==> config.mk <==
export PLATFORM = sky130hd
export DESIGN_NAME = cpu
export DESIGN_NICKNAME = d
export VERILOG_FILES = /design/src/lc3b_ctrl_pkg.sv /design/src/lc3b_isa_pkg.sv /design/src/cpu.sv /design/src/cpu_datapath.sv /design/src/cpu_control.sv /design/src/hazard_detection.sv /design/src/forwarding_unit.sv /design/src/regfile.sv
export SDC_FILE = /design/constraint.sdc
export NUM_CORES = 1
export LEC_CHECK = 0
export BUFFER_PORTS_ARGS = -buffer_cell sky130_fd_sc_hd__buf_2
export CORE_MARGIN = 4
export CORE_UTILIZATION = 58
export DETAILED_ROUTE_END_ITERATION = 7
export PLACE_DENSITY = 0.72
export SLEW_MARGIN = 30
export SYNTH_ARGS = -nofsm -noshare
export SYNTH_HDL_FRONTEND = slang
export SYNTH_SLANG_ARGS = --single-unit
==> constraint.sdc <==
create_clock -name clk -period 11.6 [get_ports clk]
set_input_delay 1.16 -clock clk [delete_from_list [all_inputs] [get_ports clk]]
set_output_delay 1.16 -clock clk [all_outputs]
set_load 0.01 [all_outputs]
==> src/lc3b_ctrl_pkg.sv <==
package lc3b_ctrl_pkg;

// alu function in EX
typedef enum logic [1:0] {
    alu_add,
    alu_and,
    alu_not,
    alu_pass
} lc3b_aluop;

// where an EX operand comes from
typedef enum logic [1:0] {
    fwd_none,
    fwd_mem,
    fwd_wb
} lc3b_fwd_sel;

// alu b operand
typedef enum logic [1:0] {
    bsel_reg,
    bsel_imm5,
    bsel_off6
} lc3b_bsel;

// value written back
typedef enum logic {
    wb_alu,
    wb_mem
} lc3b_wb_sel;

endpackage : lc3b_ctrl_pkg

==> src/lc3b_isa_pkg.sv <==
package lc3b_isa_pkg;

// one machine word, data or byte address
typedef logic [15:0] lc3b_word;

// register index and condition codes
typedef logic [2:0] lc3b_reg;
typedef logic [2:0] lc3b_nzp;

// instruction fields
typedef logic [4:0] lc3b_imm5;
typedef logic [5:0] lc3b_offset6;
typedef logic [8:0] lc3b_offset9;

// encoding of ir[15:12]
typedef enum logic [3:0] {
    op_br   = 4'b0000,
    op_add  = 4'b0001,
    op_ldb  = 4'b0010,
    op_stb  = 4'b0011,
    op_jsr  = 4'b0100,
    op_and  = 4'b0101,
    op_ldr  = 4'b0110,
    op_str  = 4'b0111,
    op_rti  = 4'b1000,
    op_not  = 4'b1001,
    op_ldi  = 4'b1010,
    op_sti  = 4'b1011,
    op_jmp  = 4'b1100,
    op_shf  = 4'b1101,
    op_lea  = 4'b1110,
    op_trap = 4'b1111
} lc3b_opcode;

endpackage : lc3b_isa_pkg
==> src/cpu.sv <==
`timescale 1ns/1ns

module cpu (
    input  logic                   clk,
    input  logic                   i_arst_n,
    input  logic                   i_imem_resp,
    input  lc3b_isa_pkg::lc3b_word i_imem_rdata,
    output lc3b_isa_pkg::lc3b_word o_imem_addr,
    output logic                   o_imem_read,
    input  logic                   i_dmem_resp,
    input  lc3b_isa_pkg::lc3b_word i_dmem_rdata,
    output lc3b_isa_pkg::lc3b_word o_dmem_addr,
    output lc3b_isa_pkg::lc3b_word o_dmem_wdata,
    output logic                   o_dmem_read,
    output logic                   o_dmem_write
);

localparam lc3b_isa_pkg::lc3b_word RESET_PC = 16'h0000;

lc3b_isa_pkg::lc3b_opcode opcode;
logic ir_5;
lc3b_ctrl_pkg::lc3b_aluop aluop;
lc3b_ctrl_pkg::lc3b_bsel bsel;
lc3b_ctrl_pkg::lc3b_wb_sel wb_sel;
logic load_regfile, load_cc, mem_read, mem_write, is_branch, use_sr2_as_dest;
lc3b_ctrl_pkg::lc3b_fwd_sel fwd_a, fwd_b;
lc3b_isa_pkg::lc3b_reg src1_ex, src2_ex, dest_mem, dest_wb;
logic ld_mem, ld_wb, br_taken, load, flush;

cpu_control u_control (
    .i_opcode          (opcode),
    .i_ir_5            (ir_5),
    .o_aluop           (aluop),
    .o_bsel            (bsel),
    .o_wb_sel          (wb_sel),
    .o_load_regfile    (load_regfile),
    .o_load_cc         (load_cc),
    .o_mem_read        (mem_read),
    .o_mem_write       (mem_write),
    .o_is_branch       (is_branch),
    .o_use_sr2_as_dest (use_sr2_as_dest)
);

cpu_datapath #(
    .RESET_PC (RESET_PC)
) u_datapath (
    .clk,
    .i_arst_n,
    .i_aluop           (aluop),
    .i_bsel            (bsel),
    .i_wb_sel          (wb_sel),
    .i_load_regfile    (load_regfile),
    .i_load_cc         (load_cc),
    .i_mem_read        (mem_read),
    .i_mem_write       (mem_write),
    .i_is_branch       (is_branch),
    .i_use_sr2_as_dest (use_sr2_as_dest),
    .o_opcode          (opcode),
    .o_ir_5            (ir_5),
    .i_load            (load),
    .i_flush           (flush),
    .i_fwd_a           (fwd_a),
    .i_fwd_b           (fwd_b),
    .o_src1_ex         (src1_ex),
    .o_src2_ex         (src2_ex),
    .o_dest_mem        (dest_mem),
    .o_dest_wb         (dest_wb),
    .o_ld_mem          (ld_mem),
    .o_ld_wb           (ld_wb),
    .o_br_taken        (br_taken),
    .i_imem_resp,
    .i_imem_rdata,
    .o_imem_addr,
    .o_imem_read,
    .i_dmem_resp,
    .i_dmem_rdata,
    .o_dmem_addr,
    .o_dmem_wdata,
    .o_dmem_read,
    .o_dmem_write
);

hazard_detection u_hazard (
    .i_imem_read (o_imem_read),
    .i_imem_resp,
    .i_dmem_req  (o_dmem_read | o_dmem_write),
    .i_dmem_resp,
    .i_br_taken  (br_taken),
    .o_load      (load),
    .o_flush     (flush)
);

forwarding_unit u_forwarding (
    .i_src1_ex  (src1_ex),
    .i_src2_ex  (src2_ex),
    .i_dest_mem (dest_mem),
    .i_ld_mem   (ld_mem),
    .i_dest_wb  (dest_wb),
    .i_ld_wb    (ld_wb),
    .o_fwd_a    (fwd_a),
    .o_fwd_b    (fwd_b)
);

endmodule : cpu

==> src/cpu_datapath.sv <==
`timescale 1ns/1ns

module cpu_datapath #(
    parameter lc3b_isa_pkg::lc3b_word RESET_PC = 16'h0000
) (
    input  logic                       clk,
    input  logic                       i_arst_n,
    // decode fields for the instruction in ID
    input  lc3b_ctrl_pkg::lc3b_aluop   i_aluop,
    input  lc3b_ctrl_pkg::lc3b_bsel    i_bsel,
    input  lc3b_ctrl_pkg::lc3b_wb_sel  i_wb_sel,
    input  logic                       i_load_regfile,
    input  logic                       i_load_cc,
    input  logic                       i_mem_read,
    input  logic                       i_mem_write,
    input  logic                       i_is_branch,
    input  logic                       i_use_sr2_as_dest,
    output lc3b_isa_pkg::lc3b_opcode   o_opcode,
    output logic                       o_ir_5,
    // pipeline control
    input  logic                       i_load,
    input  logic                       i_flush,
    input  lc3b_ctrl_pkg::lc3b_fwd_sel i_fwd_a,
    input  lc3b_ctrl_pkg::lc3b_fwd_sel i_fwd_b,
    output lc3b_isa_pkg::lc3b_reg      o_src1_ex,
    output lc3b_isa_pkg::lc3b_reg      o_src2_ex,
    output lc3b_isa_pkg::lc3b_reg      o_dest_mem,
    output lc3b_isa_pkg::lc3b_reg      o_dest_wb,
    output logic                       o_ld_mem,
    output logic                       o_ld_wb,
    output logic                       o_br_taken,
    // instruction memory
    input  logic                       i_imem_resp,
    input  lc3b_isa_pkg::lc3b_word     i_imem_rdata,
    output lc3b_isa_pkg::lc3b_word     o_imem_addr,
    output logic                       o_imem_read,
    // data memory
    input  logic                       i_dmem_resp,
    input  lc3b_isa_pkg::lc3b_word     i_dmem_rdata,
    output lc3b_isa_pkg::lc3b_word     o_dmem_addr,
    output lc3b_isa_pkg::lc3b_word     o_dmem_wdata,
    output logic                       o_dmem_read,
    output logic                       o_dmem_write
);

lc3b_isa_pkg::lc3b_word pc, pc_id, ir_id, a_id, b_id;
lc3b_isa_pkg::lc3b_reg src1_id, src2_id, dest_ex;
lc3b_ctrl_pkg::lc3b_aluop aluop_ex;
lc3b_ctrl_pkg::lc3b_bsel bsel_ex;
lc3b_ctrl_pkg::lc3b_wb_sel wb_sel_ex, wb_sel_mem;
logic ld_ex, cc_ex, rd_ex, wr_ex, br_ex;
lc3b_isa_pkg::lc3b_word pc_ex, a_ex, b_ex, opa, opb, opb_alu, alu_out, target_ex;
lc3b_isa_pkg::lc3b_offset9 off9_ex;
lc3b_isa_pkg::lc3b_offset6 off6_ex;
lc3b_isa_pkg::lc3b_imm5 imm5_ex;
logic cc_mem, rd_mem, wr_mem, br_mem, dmem_done;
lc3b_isa_pkg::lc3b_word alu_mem, sdata_mem, target_mem, dmem_hold, ld_data, fwd_mem_val;
logic cc_wb, br_wb;
lc3b_isa_pkg::lc3b_word value_wb, target_wb;
lc3b_isa_pkg::lc3b_nzp cc;

function automatic lc3b_isa_pkg::lc3b_word fwd_pick(
    input lc3b_ctrl_pkg::lc3b_fwd_sel sel,
    input lc3b_isa_pkg::lc3b_word     reg_val,
    input lc3b_isa_pkg::lc3b_word     mem_val,
    input lc3b_isa_pkg::lc3b_word     wb_val
);
    case (sel)
        lc3b_ctrl_pkg::fwd_mem: return mem_val;
        lc3b_ctrl_pkg::fwd_wb:  return wb_val;
        default:                return reg_val;
    endcase
endfunction

// fetch
assign o_imem_addr = pc;
assign o_imem_read = 1'b1;

always_ff @(posedge clk or negedge i_arst_n) begin
    if (!i_arst_n) begin
        pc    <= RESET_PC;
        ir_id <= '0;
    end else if (i_load) begin
        pc    <= i_flush ? target_wb : pc + 16'd2;
        // all-zero word is BR with nzp 000
        ir_id <= i_flush ? '0 : i_imem_rdata;
    end
end

always_ff @(posedge clk) begin
    if (i_load) begin
        pc_id <= pc + 16'd2;
    end
end

// decode
assign o_opcode = lc3b_isa_pkg::lc3b_opcode'(ir_id[15:12]);
assign o_ir_5   = ir_id[5];
assign src1_id  = ir_id[8:6];
assign src2_id  = i_use_sr2_as_dest ? ir_id[11:9] : ir_id[2:0];

regfile u_regfile (
    .clk,
    .i_arst_n,
    .i_we    (o_ld_wb & i_load),
    .i_dest  (o_dest_wb),
    .i_din   (value_wb),
    .i_src_a (src1_id),
    .i_src_b (src2_id),
    .o_a     (a_id),
    .o_b     (b_id)
);

// pipeline control flags, cleared on reset and on a taken branch
always_ff @(posedge clk or negedge i_arst_n) begin
    if (!i_arst_n) begin
        {ld_ex, cc_ex, rd_ex, wr_ex, br_ex} <= '0;
        {o_ld_mem, cc_mem, rd_mem, wr_mem, br_mem} <= '0;
        {o_ld_wb, cc_wb, br_wb} <= '0;
    end else if (i_load) begin
        ld_ex    <= i_load_regfile & ~i_flush;
        cc_ex    <= i_load_cc & ~i_flush;
        rd_ex    <= i_mem_read & ~i_flush;
        wr_ex    <= i_mem_write & ~i_flush;
        br_ex    <= i_is_branch & ~i_flush;
        o_ld_mem <= ld_ex & ~i_flush;
        cc_mem   <= cc_ex & ~i_flush;
        rd_mem   <= rd_ex & ~i_flush;
        wr_mem   <= wr_ex & ~i_flush;
        br_mem   <= br_ex & ~i_flush;
        o_ld_wb  <= o_ld_mem & ~i_flush;
        cc_wb    <= cc_mem & ~i_flush;
        br_wb    <= br_mem & ~i_flush;
    end
end

always_ff @(posedge clk) begin
    if (i_load) begin
        aluop_ex   <= i_aluop;
        bsel_ex    <= i_bsel;
        wb_sel_ex  <= i_wb_sel;
        o_src1_ex  <= src1_id;
        o_src2_ex  <= src2_id;
        dest_ex    <= ir_id[11:9];
        a_ex       <= a_id;
        b_ex       <= b_id;
        off9_ex    <= ir_id[8:0];
        pc_ex      <= pc_id;
        wb_sel_mem <= wb_sel_ex;
        o_dest_mem <= dest_ex;
        alu_mem    <= alu_out;
        sdata_mem  <= opb;
        target_mem <= target_ex;
        value_wb   <= fwd_mem_val;
        o_dest_wb  <= o_dest_mem;
        target_wb  <= target_mem;
    end
end

// execute
assign imm5_ex   = off9_ex[4:0];
assign off6_ex   = off9_ex[5:0];
assign opa       = fwd_pick(i_fwd_a, a_ex, fwd_mem_val, value_wb);
assign opb       = fwd_pick(i_fwd_b, b_ex, fwd_mem_val, value_wb);
assign target_ex = pc_ex + {{6{off9_ex[8]}}, off9_ex, 1'b0};

always_comb begin
    case (bsel_ex)
        lc3b_ctrl_pkg::bsel_imm5: opb_alu = {{11{imm5_ex[4]}}, imm5_ex};
        // word offset scaled to bytes
        lc3b_ctrl_pkg::bsel_off6: opb_alu = {{9{off6_ex[5]}}, off6_ex, 1'b0};
        default:                  opb_alu = opb;
    endcase
end

always_comb begin
    case (aluop_ex)
        lc3b_ctrl_pkg::alu_add: alu_out = opa + opb_alu;
        lc3b_ctrl_pkg::alu_and: alu_out = opa & opb_alu;
        lc3b_ctrl_pkg::alu_not: alu_out = ~opa;
        default:                alu_out = opb_alu;
    endcase
end

// memory, dropped when an older branch in WB is taken
assign o_dmem_addr  = alu_mem;
assign o_dmem_wdata = sdata_mem;
assign o_dmem_read  = rd_mem & ~dmem_done & ~o_br_taken;
assign o_dmem_write = wr_mem & ~dmem_done & ~o_br_taken;

// resp may arrive while the fetch still waits, so keep it until we advance
always_ff @(posedge clk or negedge i_arst_n) begin
    if (!i_arst_n) begin
        dmem_done <= 1'b0;
    end else if (i_load) begin
        dmem_done <= 1'b0;
    end else if ((o_dmem_read | o_dmem_write) & i_dmem_resp) begin
        dmem_done <= 1'b1;
    end
end

always_ff @(posedge clk) begin
    if (o_dmem_read & i_dmem_resp) begin
        dmem_hold <= i_dmem_rdata;
    end
end

assign ld_data     = dmem_done ? dmem_hold : i_dmem_rdata;
assign fwd_mem_val = (wb_sel_mem == lc3b_ctrl_pkg::wb_mem) ? ld_data : alu_mem;

// writeback and branch resolution
always_ff @(posedge clk or negedge i_arst_n) begin
    if (!i_arst_n) begin
        cc <= 3'b010;
    end else if (i_load & cc_wb) begin
        cc <= {value_wb[15], value_wb == '0, ~value_wb[15] & (value_wb != '0)};
    end
end

// dest field of a BR holds its nzp bits
assign o_br_taken = br_wb & |(cc & o_dest_wb);

endmodule : cpu_datapath

==> src/cpu_control.sv <==
`timescale 1ns/1ns

module cpu_control (
    input  lc3b_isa_pkg::lc3b_opcode  i_opcode,
    input  logic                      i_ir_5,
    output lc3b_ctrl_pkg::lc3b_aluop  o_aluop,
    output lc3b_ctrl_pkg::lc3b_bsel   o_bsel,
    output lc3b_ctrl_pkg::lc3b_wb_sel o_wb_sel,
    output logic                      o_load_regfile,
    output logic                      o_load_cc,
    output logic                      o_mem_read,
    output logic                      o_mem_write,
    output logic                      o_is_branch,
    output logic                      o_use_sr2_as_dest
);

always_comb begin
    // bubble unless the opcode is one we execute
    o_aluop           = lc3b_ctrl_pkg::alu_pass;
    o_bsel            = lc3b_ctrl_pkg::bsel_reg;
    o_wb_sel          = lc3b_ctrl_pkg::wb_alu;
    o_load_regfile    = 1'b0;
    o_load_cc         = 1'b0;
    o_mem_read        = 1'b0;
    o_mem_write       = 1'b0;
    o_is_branch       = 1'b0;
    o_use_sr2_as_dest = 1'b0;
    case (i_opcode)
        lc3b_isa_pkg::op_add, lc3b_isa_pkg::op_and: begin
            o_aluop        = (i_opcode == lc3b_isa_pkg::op_add) ? lc3b_ctrl_pkg::alu_add
                                                                : lc3b_ctrl_pkg::alu_and;
            o_bsel         = i_ir_5 ? lc3b_ctrl_pkg::bsel_imm5 : lc3b_ctrl_pkg::bsel_reg;
            o_load_regfile = 1'b1;
            o_load_cc      = 1'b1;
        end
        lc3b_isa_pkg::op_not: begin
            o_aluop        = lc3b_ctrl_pkg::alu_not;
            o_load_regfile = 1'b1;
            o_load_cc      = 1'b1;
        end
        lc3b_isa_pkg::op_ldr: begin
            o_aluop        = lc3b_ctrl_pkg::alu_add;
            o_bsel         = lc3b_ctrl_pkg::bsel_off6;
            o_wb_sel       = lc3b_ctrl_pkg::wb_mem;
            o_load_regfile = 1'b1;
            o_load_cc      = 1'b1;
            o_mem_read     = 1'b1;
        end
        lc3b_isa_pkg::op_str: begin
            // store data register sits in the dest field
            o_aluop           = lc3b_ctrl_pkg::alu_add;
            o_bsel            = lc3b_ctrl_pkg::bsel_off6;
            o_mem_write       = 1'b1;
            o_use_sr2_as_dest = 1'b1;
        end
        lc3b_isa_pkg::op_br: o_is_branch = 1'b1;
        default: ;
    endcase
end

endmodule : cpu_control

==> src/hazard_detection.sv <==
`timescale 1ns/1ns

module hazard_detection (
    input  logic i_imem_read,
    input  logic i_imem_resp,
    input  logic i_dmem_req,
    input  logic i_dmem_resp,
    input  logic i_br_taken,
    output logic o_load,
    output logic o_flush
);

logic imem_wait;
logic dmem_wait;

// a request still waiting for its resp pulse
assign imem_wait = i_imem_read & ~i_imem_resp;
assign dmem_wait = i_dmem_req & ~i_dmem_resp;

// whole pipeline advances together or not at all
assign o_load = ~imem_wait & ~dmem_wait;

// taken branch in WB redirects on the next advancing edge
assign o_flush = i_br_taken & o_load;

endmodule : hazard_detection

==> src/forwarding_unit.sv <==
`timescale 1ns/1ns

module forwarding_unit (
    input  lc3b_isa_pkg::lc3b_reg      i_src1_ex,
    input  lc3b_isa_pkg::lc3b_reg      i_src2_ex,
    input  lc3b_isa_pkg::lc3b_reg      i_dest_mem,
    input  logic                       i_ld_mem,
    input  lc3b_isa_pkg::lc3b_reg      i_dest_wb,
    input  logic                       i_ld_wb,
    output lc3b_ctrl_pkg::lc3b_fwd_sel o_fwd_a,
    output lc3b_ctrl_pkg::lc3b_fwd_sel o_fwd_b
);

// the younger producer in MEM wins over WB
always_comb begin
    o_fwd_a = lc3b_ctrl_pkg::fwd_none;
    if (i_ld_mem && i_dest_mem == i_src1_ex) begin
        o_fwd_a = lc3b_ctrl_pkg::fwd_mem;
    end else if (i_ld_wb && i_dest_wb == i_src1_ex) begin
        o_fwd_a = lc3b_ctrl_pkg::fwd_wb;
    end
end

always_comb begin
    o_fwd_b = lc3b_ctrl_pkg::fwd_none;
    if (i_ld_mem && i_dest_mem == i_src2_ex) begin
        o_fwd_b = lc3b_ctrl_pkg::fwd_mem;
    end else if (i_ld_wb && i_dest_wb == i_src2_ex) begin
        o_fwd_b = lc3b_ctrl_pkg::fwd_wb;
    end
end

endmodule : forwarding_unit

==> src/regfile.sv <==
`timescale 1ns/1ns

module regfile (
    input  logic                   clk,
    input  logic                   i_arst_n,
    input  logic                   i_we,
    input  lc3b_isa_pkg::lc3b_reg  i_dest,
    input  lc3b_isa_pkg::lc3b_word i_din,
    input  lc3b_isa_pkg::lc3b_reg  i_src_a,
    input  lc3b_isa_pkg::lc3b_reg  i_src_b,
    output lc3b_isa_pkg::lc3b_word o_a,
    output lc3b_isa_pkg::lc3b_word o_b
);

lc3b_isa_pkg::lc3b_word regs [8];

always_ff @(posedge clk or negedge i_arst_n) begin
    if (!i_arst_n) begin
        for (int i = 0; i < 8; i++) begin
            regs[i] <= '0;
        end
    end else if (i_we) begin
        regs[i_dest] <= i_din;
    end
end

// write-through so decode sees the value written back this cycle
assign o_a = (i_we && i_dest == i_src_a) ? i_din : regs[i_src_a];
assign o_b = (i_we && i_dest == i_src_b) ? i_din : regs[i_src_b];

endmodule : regfile

==> results.yml, run 1 <==
power:
  p_sw_share_pct: 34.5
  clkPwrFrac_pct: 23.7
  p_total_mw: 4.99
  power.internal_mw: 3.27
  p_leak_nw: 8.47
  power_switching_mw: 1.72
  p_comb_share_pct: 32.6
  peakVddDrop_mv: 0.187
  seqPwrFrac_pct: 43.6
  p_per_area_nw_per_um2: 245
timing:
  hold_violations: 0
  worst-slew-pin-transition_ns: 1.05
  setup-violations-final: 0
  fin_tns_setup_ns: 0
  layout_min_cycle_time_ns: 4.57
  finalCritPeriodShare_pct: 39.4
  fmax_mhz: 219
  finalMaxSlewViolations: 0
  rsz0062_at_grt: "no"
  relSlewSlack_pct: 29.9
  fin_skew_ns: 0.0196
final_layout:
  finalCoreUtilization_pct: 64.7
  antennaDiodeCount: 0
  final_cell_mix: "272 x nand2_1, 187 x edfxtp_1, 172 x dfrtp_1"
  final_area_um2: 20400
  layout.nets: 1732
  drive_above_1_share_pct: 20.9
  area_delta_synth_final_pct: 10.4
  fill_cells: 2399
  final_common_cell: "nand2_1"
  fin_cells: 2092
worst_hold_path:
  min_path_cells: 0
  hp-class: "reg -> reg"
  worstHoldStart: "u_datapath.target_mem[14]"
  hold-path-endpoint: "u_datapath.target_wb[14]"
die:
  ios: 87
  initial_core_util_pct: 58.6
  die_x_um: 186
  die_area_um2: 34700
  core_area_um2: 31500
  dieHeight_um: 186
  row_count: 65
clock_tree:
  clkTransAtPathRegs_ns: 0.06
  htreeDepth: 2
  cts_tree: "yes"
  cts_setup_buffers: 0
  clk_path_buf_depth: 3
  numCtsBuffers: 39
  root_buffer: "clkbuf_16"
  cts_resized: 0
  clock-sinks: 361
  insertion_delay_ns: 0.53
  hold_buffers: 0
synth:
  syn-cell-area_um2: 18500
  synth.distinct_cells: 77
  synth-main-ff-cell: "edfxtp_1"
  synthArstFlopShare_pct: 48.2
  yosysSeqAreaShare_pct: 54.0
  synth_edf_count: 187
  ys_ff_latch: 361
  yosysWarningCount: 0
  syn-num-nets: 1693
  netlist_instances: 1622
  avgSynthCellArea_um2: 11.4
global_routing:
  grt_use_met2_pct: 38.9
  grt_pass1_wl_um: 70900
  grt.total_usage_pct: 25.4
  antenna_found_initial: 1
  grt.overflow.total: 0
  busiest_layer: "met2"
  grt_pass1_vias: 12497
  grtUsageMet1_pct: 38.5
  grt_max_degree: 110
  grt.met3_usage_pct: 4.45
critical_path:
  reg2reg_to: "u_datapath.u_regfile.regs[48]"
  worstSetupPathType: "reg -> reg"
  crit_path_end_kind: "flip-flop"
  cp_max_fo: 73
  r2r_slack_ns: 7.03
  r2r_cells: 7
  start_kind: "flip-flop"
  timing.rr.start: "u_datapath.o_dest_wb[2]"
  cp.arrival_ns: 4.97
  critical_path_required_ns: 12.00
drt:
  via_per_inst: 6.15
  drt_iter0_markers: 1043
  routedWlPerCell_um: 21.4
  wl_um: 44800
  dr.pass1.iters: 5
  drtAntennaViolNets: 0
  num_vias: 12871
  drc_errors: 0
placed_design:
  placed_cells: 2020
  port_buffers: 85
  post-dp-hpwl_um: 28800
  routabilityCongestion: 0.905
  placed_area_um2: 19100
job:
  maxCapViolations: 0
outcome:
  outcome: "complete, no violations"
## critical path, stage by stage (launching register included)
cell	delay, ns
edfxtp_1	0.70
a222oi_1	0.34
o211ai_2	0.36
nand2_4	0.46
inv_6	0.62
buf_4	0.74
nand3_2	0.69
mux2_2	0.49
## cell families after synthesis
| kind of cell | Yosys count | share of synthesized area (%) |
|---|---|---|
| simple gates | 532 | 12.9 |
| flops | 361 | 54.0 |
| compound gates | 268 | 8.83 |
| mux | 237 | 16.1 |
| buf+inv | 136 | 3.19 |
| xor+xnor | 52 | 2.47 |
| fa+ha+maj | 35 | 2.45 |
| other cells | 1 | 0.0203 |
## cell usage after synthesis, types with 7 or more instances
| library cell | n | area (µm²) |
|---|---|---|
| edfxtp_1 | 187 | 5620 |
| nand2_1 | 272 | 1020 |
| dfrtp_1 | 173 | 4330 |
| and3_1 | 10 | 62.6 |
| mux2i_1 | 72 | 721 |
| o211ai_1 | 7 | 52.6 |
| o21ai_0 | 80 | 400 |
| o21a_1 | 10 | 75.1 |
| xnor2_1 | 40 | 350 |
| a21oi_1 | 87 | 435 |
| nand4_1 | 28 | 175 |
| mux2_4 | 10 | 150 |
| buf_2 | 29 | 145 |
| nand3_1 | 82 | 410 |
| clkbuf_1 | 64 | 240 |
| nor3_1 | 7 | 35.0 |
| buf_1 | 7 | 26.3 |
| inv_1 | 24 | 90.1 |
| a21o_1 | 15 | 113 |
| o21ai_1 | 7 | 35.0 |
| ha_1 | 33 | 413 |
| mux4_2 | 32 | 721 |
| nor2_1 | 90 | 338 |
| mux2_2 | 123 | 1390 |
| xor2_1 | 12 | 105 |
## area by class of cell
cell class                 count  area [µm²]  area share, %
clock inverter                16         110          0.541
inverter                      27         106          0.522
clock buffer                  54        1100           5.41
tap                          402         503           2.47
sequential                   361        9970           49.0
multi-input combinational   1125        7940           39.0
timing repair buffer         107         632           3.10
## worst max-delay path by stage
stage	startpoint	end	slack, ns	depth (start not counted)
2_1_floorplan	i_dmem_resp	u_datapath.o_imem_addr[12]	4.24	6
3_3_place_gp	i_dmem_resp	u_datapath.u_regfile.regs[58]	6.92	8
3_5_place_dp	i_dmem_resp	u_datapath.u_regfile.regs[55]	6.80	8
4_1_cts	u_datapath.dmem_done	u_datapath.u_regfile.regs[48]	6.97	7
5_1_grt	u_datapath.dmem_done	u_datapath.u_regfile.regs[48]	6.70	7
6_report	u_datapath.o_dest_wb[2]	u_datapath.u_regfile.regs[48]	7.03	7
## power groups by stage
stage | Clock, mW | Combinational [mW] | Sequential (mW)
finish | 1.18 | 1.63 | 2.18
global route | 1.26 | 1.79 | 2.22
CTS | 1.20 | 1.61 | 2.17
detailed placement | 0 | 1.60 | 2.19
global placement | 0 | 1.56 | 2.16
floorplan | 0 | 1.21 | 2.09
## through the flow
stage / setup WS, ns / hold slack [ns]
after floorplan: 4.24 / 0.400
after global placement: 6.92 / 0.402
after detailed placement: 6.80 / 0.405
after CTS: 6.97 / 0.407
after global routing: 6.70 / 0.414
final: 7.03 / 0.417
## routing by layer
| layer | share of wire (%) | wire [µm] | vias up |
|---|---|---|---|
| met5 | 0 | 0 | - |
| met4 | 2.4 | 1090 | 0 |
| li1 | - | - | 5976 |
| met2 | 45 | 20200 | 445 |
| met1 | 46 | 20400 | 6363 |
| met3 | 7.0 | 3120 | 87 |
## registers in the layout, summed over array words and instances (netlist names), 9 cells and up
name,count
u_datapath.ir_id,16
u_datapath.o_imem_addr,16
u_datapath.value_wb,16
u_datapath.a_ex,16
u_datapath.dmem_hold,16
u_datapath.o_dmem_addr,16
u_datapath.o_dmem_wdata,16
u_datapath.u_regfile.regs,128
u_datapath.pc_ex,16
u_datapath.pc_id,16
u_datapath.off9_ex,9
u_datapath.target_mem,16
u_datapath.b_ex,16
u_datapath.target_wb,16
Note: power is estimated with default switching activity, not from simulation.
==> run 2, diff against run 1 <==
- CORE_UTILIZATION: 58 -> 56
- PLACE_DENSITY: 0.72 -> 0.73
- clock period: 11.6 -> 3.9 ns (I/O delays scaled with it)
==> run 2 against run 1 <==
First-iteration DRC count up 16%. Via count increased by 0.85%. Critical path depth grew 8. Clock power grew to 3.3 times the previous value. Power rose to 3.1 times the previous value. Non-clock buffer count rose by 25. Design area rose by 1.8%. Combinational power increased to 3.0 times the previous value. Highest routed layer is now met5.
==> results.yml, run 2 (same netlist as run 1, synthesis figures left out) <==
timing:
  finalCritPeriodShare_pct: 92.8
  rsz0062_at_grt: "yes"
  hold_violations: 0
  fmax_mhz: 276
  relSlewSlack_pct: 32.1
  fin_skew_ns: 0.0188
  setup-violations-final: 0
  whs_ns: 0.0454
  worst-slew-pin-transition_ns: 1.01
  finalMaxSlewViolations: 0
  layout_min_cycle_time_ns: 3.62
critical_path:
  critical_path.startpoint: "u_datapath.dmem_done"
  r2r_slack_ns: 0.28
  timing.rr.start: "u_datapath.dmem_done"
  r2r_cells: 15
  crit_path_end_kind: "flip-flop"
  cp_max_fo: 17
  worstSetupPathType: "reg -> reg"
  critical_path_required_ns: 4.27
  start_kind: "flip-flop"
  reg2reg_to: "u_datapath.o_dmem_addr[12]"
  cp.arrival_ns: 3.99
job:
  maxCapViolations: 0
power:
  p_per_area_nw_per_um2: 734
  p_total_mw: 15.2
  p_leak_nw: 8.64
  peakVddDrop_mv: 0.332
outcome:
  outcome: "complete, no violations"
drt:
  via_per_inst: 6.00
  dr.pass1.iters: 5
  wl_um: 44500
  routedWlPerCell_um: 20.6
  drc_errors: 0
  num_vias: 12981
  drt_iter0_markers: 1215
  drtAntennaViolNets: 0
clock_tree:
  htreeDepth: 2
  clock-sinks: 361
  root_buffer: "clkbuf_16"
  clk_path_buf_depth: 3
  numCtsBuffers: 41
  cts_tree: "yes"
  clkTransAtPathRegs_ns: 0.06
  insertion_delay_ns: 0.54
global_routing:
  grt.total_usage_pct: 24.7
  grt_max_degree: 88
  antenna_found_initial: 1
  grt.met3_usage_pct: 4.57
  grtUsageMet1_pct: 36.8
  grt_pass1_wl_um: 70700
  grt_use_met2_pct: 38.0
  busiest_layer: "met2"
  grt_pass1_vias: 12519
  grt.overflow.total: 0
final_layout:
  drive_above_1_share_pct: 21.9
  largest_reg_flops: 128
  antennaDiodeCount: 0
  final_cell_mix: "272 x nand2_1, 187 x edfxtp_1, 172 x dfrtp_1"
  regMostFlops: "u_datapath.u_regfile.regs"
  area_delta_synth_final_pct: 12.4
  final_common_cell: "nand2_1"
  layout.nets: 1759
  fin_cells: 2162
  final_area_um2: 20700
worst_hold_path:
  hold-path-endpoint: "u_datapath.dmem_hold[0]"
  min_path_cells: 1
  hp-class: "in -> reg"
  worstHoldStart: "i_dmem_rdata[0]"
placed_design:
  port_buffers: 85
  post-dp-hpwl_um: 29300
  placed_area_um2: 19300
  routabilityCongestion: 0.889
  placed_cells: 2081
die:
  dieHeight_um: 190
  die_area_um2: 35900
  row_count: 66
  core_area_um2: 32500
  die_x_um: 190
  ios: 87
  initial_core_util_pct: 56.7
-- run 2: timing repair --
| item | CTS | global route |
|---|---|---|
| hold buffers | 1 | 0 |
| setup buffers | 0 | 5 |
| hold endpoints to repair | 82 | 0 |
| endpoints found under the setup margin | 0 | 10 |
| gates resized for setup | 0 | 1 |
-- run 2: routing by layer --
| metal | routed length, µm | vias up | share of wire (%) |
|---|---|---|---|
| li1 | - | 6033 | - |
| met1 | 20200 | 6413 | 45 |
| met2 | 20300 | 463 | 46 |
| met3 | 3120 | 70 | 7.0 |
| met4 | 890 | 2 | 2.0 |
| met5 | 10 | - | 0.022 |
-- run 2: worst max-delay path by stage --
stage,slack [ns],depth (start not counted),endpoint
6_report,0.28,15,u_datapath.o_dmem_addr[12]
5_1_grt,-0.03,15,u_datapath.o_dmem_addr[12]
4_1_cts,0.17,14,u_datapath.o_dmem_addr[12]
3_5_place_dp,0.22,14,u_datapath.o_dmem_addr[10]
3_3_place_gp,0.31,14,u_datapath.o_dmem_addr[10]
2_1_floorplan,0.44,14,u_datapath.o_dmem_addr[10]
-- run 2: worst max-delay path, stage by stage, from the launching register on --
cell     delay (ns)
dfrtp_1        0.37
buf_4          0.22
mux2i_1        0.14
a21oi_1        0.34
nor2_1         0.08
a21oi_1        0.19
a21o_1         0.17
ha_1           0.22
inv_1          0.08
fa_1           0.38
nor2b_1        0.22
o31a_1         0.27
o31a_1         0.15
o21ai_0        0.13
a211o_1        0.32
a32oi_1        0.17
-- run 2: layout make-up --
cell class | count | area [µm²]
fill | 2570 | 11800
sequential | 361 | 9970
multi-input combinational | 1125 | 7940
clock buffer | 68 | 1290
timing repair buffer | 132 | 787
tap | 442 | 553
inverter | 27 | 106
clock inverter | 7 | 93.8
-- run 2: metrics by stage --
step           utilization [%]  setup TNS, ns  setup slack, ns
2_1_floorplan                -              0            0.443
3_3_place_gp              59.3              0            0.308
3_5_place_dp              59.3              0            0.224
4_1_cts                   63.6              0            0.175
5_1_grt                   63.7        -0.0542          -0.0305
6_report                  63.7              0            0.280
-- run 2: where the power goes --
part	switching, mW	total [mW]	internal [mW]
Sequential	0.961	6.46	5.50
Clock	1.50	3.89	2.39
Combinational	2.66	4.87	2.21
Total	5.12	15.2	10.1
==> run 3, diff against run 2 <==
- CORE_UTILIZATION: 56 -> 58
- PLACE_DENSITY: 0.73 -> 0.72
- clock period: 3.9 -> 4.05 ns (I/O delays scaled with it)
==> run 3 against run 2 <==
Register-to-register slack got worse by 0.03 ns. Final cell count decreased by 2.2%. Clock skew decreased by 0.0016 ns. Wire length increased by 2.9%. Global-route usage increased by 1.1 points. Clock power decreased by 11%. Highest routed layer is now met4. Worst hold slack improved by 0.019 ns.
==> results.yml, run 3 (same netlist as run 1, synthesis figures left out) <==
outcome:
  outcome: "complete, no violations"
critical_path:
  critPathMostFrequentCell: "o31a_1"
  r2r_slack_ns: 0.25
  cp.arrival_ns: 4.16
  max_stage_delay_ns: 0.41
  cp_slowest_cell: "edfxtp_1"
  crit_family: "compound AO/OA/AOI/OAI gates"
  crit_path_end_kind: "flip-flop"
  crit_buf_inv: 2
  crit_path_cell_trace: "buf_4 -> xnor2_1 -> nand4_1 -> mux2i_1 -> a21oi_1 -> ha_1 -> inv_1 -> fa_1 -> nor2b_1 -> o31a_1 -> o31a_1 -> o21ai_0 -> a211o_1 -> a32oi_1"
  cp_max_fo: 9
  critical_path_required_ns: 4.41
  start_kind: "flip-flop"
  worstSetupPathType: "reg -> reg"
timing:
  worst-slew-pin-transition_ns: 0.950
  fmax_mhz: 263
  hold_violations: 0
  finalMaxSlewViolations: 0
  finalCritPeriodShare_pct: 93.9
  fin_skew_ns: 0.0172
  rsz0062_at_grt: "no"
  setup-violations-final: 0
  fin_tns_setup_ns: 0
  layout_min_cycle_time_ns: 3.80
  relSlewSlack_pct: 36.4
placed_design:
  placed_area_um2: 19200
  post-dp-hpwl_um: 29600
  port_buffers: 85
  routabilityCongestion: 0.928
global_routing:
  antenna_found_initial: 0
  grt_max_degree: 88
  grt.overflow.total: 0
  grt.total_usage_pct: 25.9
  grt_pass1_vias: 12739
  grt_pass1_wl_um: 72400
worst_hold_path:
  hp-class: "in -> reg"
job:
  maxCapViolations: 0
die:
  dieHeight_um: 186
  ios: 87
  die_area_um2: 34700
  row_count: 65
  initial_core_util_pct: 58.6
  core_area_um2: 31500
  die_x_um: 186
clock_tree:
  numCtsBuffers: 40
  clkTransAtPathRegs_ns: 0.06
  htreeDepth: 2
  insertion_delay_ns: 0.54
  cts_setup_buffers: 0
  clock-sinks: 361
  clk_path_buf_depth: 3
  root_buffer: "clkbuf_16"
  cts_tree: "yes"
power:
  p_per_area_nw_per_um2: 702
  p_leak_nw: 8.56
  peakVddDrop_mv: 0.377
final_layout:
  largest_reg_flops: 128
  final_area_um2: 20500
  regMostFlops: "u_datapath.u_regfile.regs"
  antennaDiodeCount: 0
  drive_above_1_share_pct: 21.5
  fill_cells: 2402
  area_delta_synth_final_pct: 11.3
  layout.nets: 1751
  finalCoreUtilization_pct: 65.3
  final_common_cell: "nand2_1"
  final_cell_mix: "272 x nand2_1, 187 x edfxtp_1, 172 x dfrtp_1"
drt:
  num_vias: 12964
  wl_um: 45800
  routedWlPerCell_um: 21.7
  dr.pass1.iters: 6
  drc_errors: 0
  drt_iter0_markers: 1180
  via_per_inst: 6.13
  drtAntennaViolNets: 0
==> run 3: metrics by stage <==
step | hold slack (ns) | setup WS (ns) | cells | total power, mW
6_report | 0.0643 | 0.246 | 2114 | 14.4
4_1_cts | 0.00780 | 0.309 | 2112 | 14.4
5_1_grt | 0.0507 | 0.00427 | 2114 | 15.2
3_5_place_dp | 0.405 | 0.352 | 2038 | 10.9
2_1_floorplan | 0.109 | 0.0830 | 1622 | 9.42
3_3_place_gp | 0.401 | 0.418 | 2038 | 10.7
==> run 3: report_power, final <==
group	switching (mW)	internal [mW]
combinational	2.57	2.13
sequential	0.953	5.30
clock	1.48	2.00
total	5.01	9.42
==> run 3: layout make-up <==
class	instances	area [µm²]	area share (%)
sequential	361	9970	48.6
inverter	27	106	0.518
tap	402	503	2.45
clock buffer	56	1110	5.41
clock inverter	18	143	0.694
timing repair buffer	125	767	3.73
multi-input combinational	1125	7940	38.6
==> run 3: what timing repair did <==
action | 4_1_cts | 5_1_grt
endpoints found under the hold margin | 0 | 25
endpoints found under the setup margin | 0 | 2
gates resized for setup | 0 | 2
hold buffers | 0 | 1
==> run 3: routing by layer <==
layer	share of wire, %	wire length (µm)	track usage (%)	vias to the layer above
met3	7.5	3440	4.53	92
met5	0	0	0.137	-
met1	45	20500	38.5	6320
met2	45	20600	39.8	537
met4	2.7	1230	7.34	0
li1	-	-	-	6015
==> run 3: path summary, 6_finish.rpt <==
check | startpoint | to | cells past startpoint
worst max-delay path | u_datapath.o_dest_wb[1] | u_datapath.o_dmem_addr[12] | 14
worst min-delay path | i_dmem_rdata[0] | u_datapath.dmem_hold[0] | 1
worst max register to register | u_datapath.o_dest_wb[1] | u_datapath.o_dmem_addr[12] | 14
worst min register to register | u_datapath.pc_id[11] | u_datapath.pc_ex[11] | 0
max in group asynchronous | i_arst_n | u_datapath.dmem_done | 4
min in group asynchronous | i_arst_n | u_datapath.u_regfile.regs[40] | 2
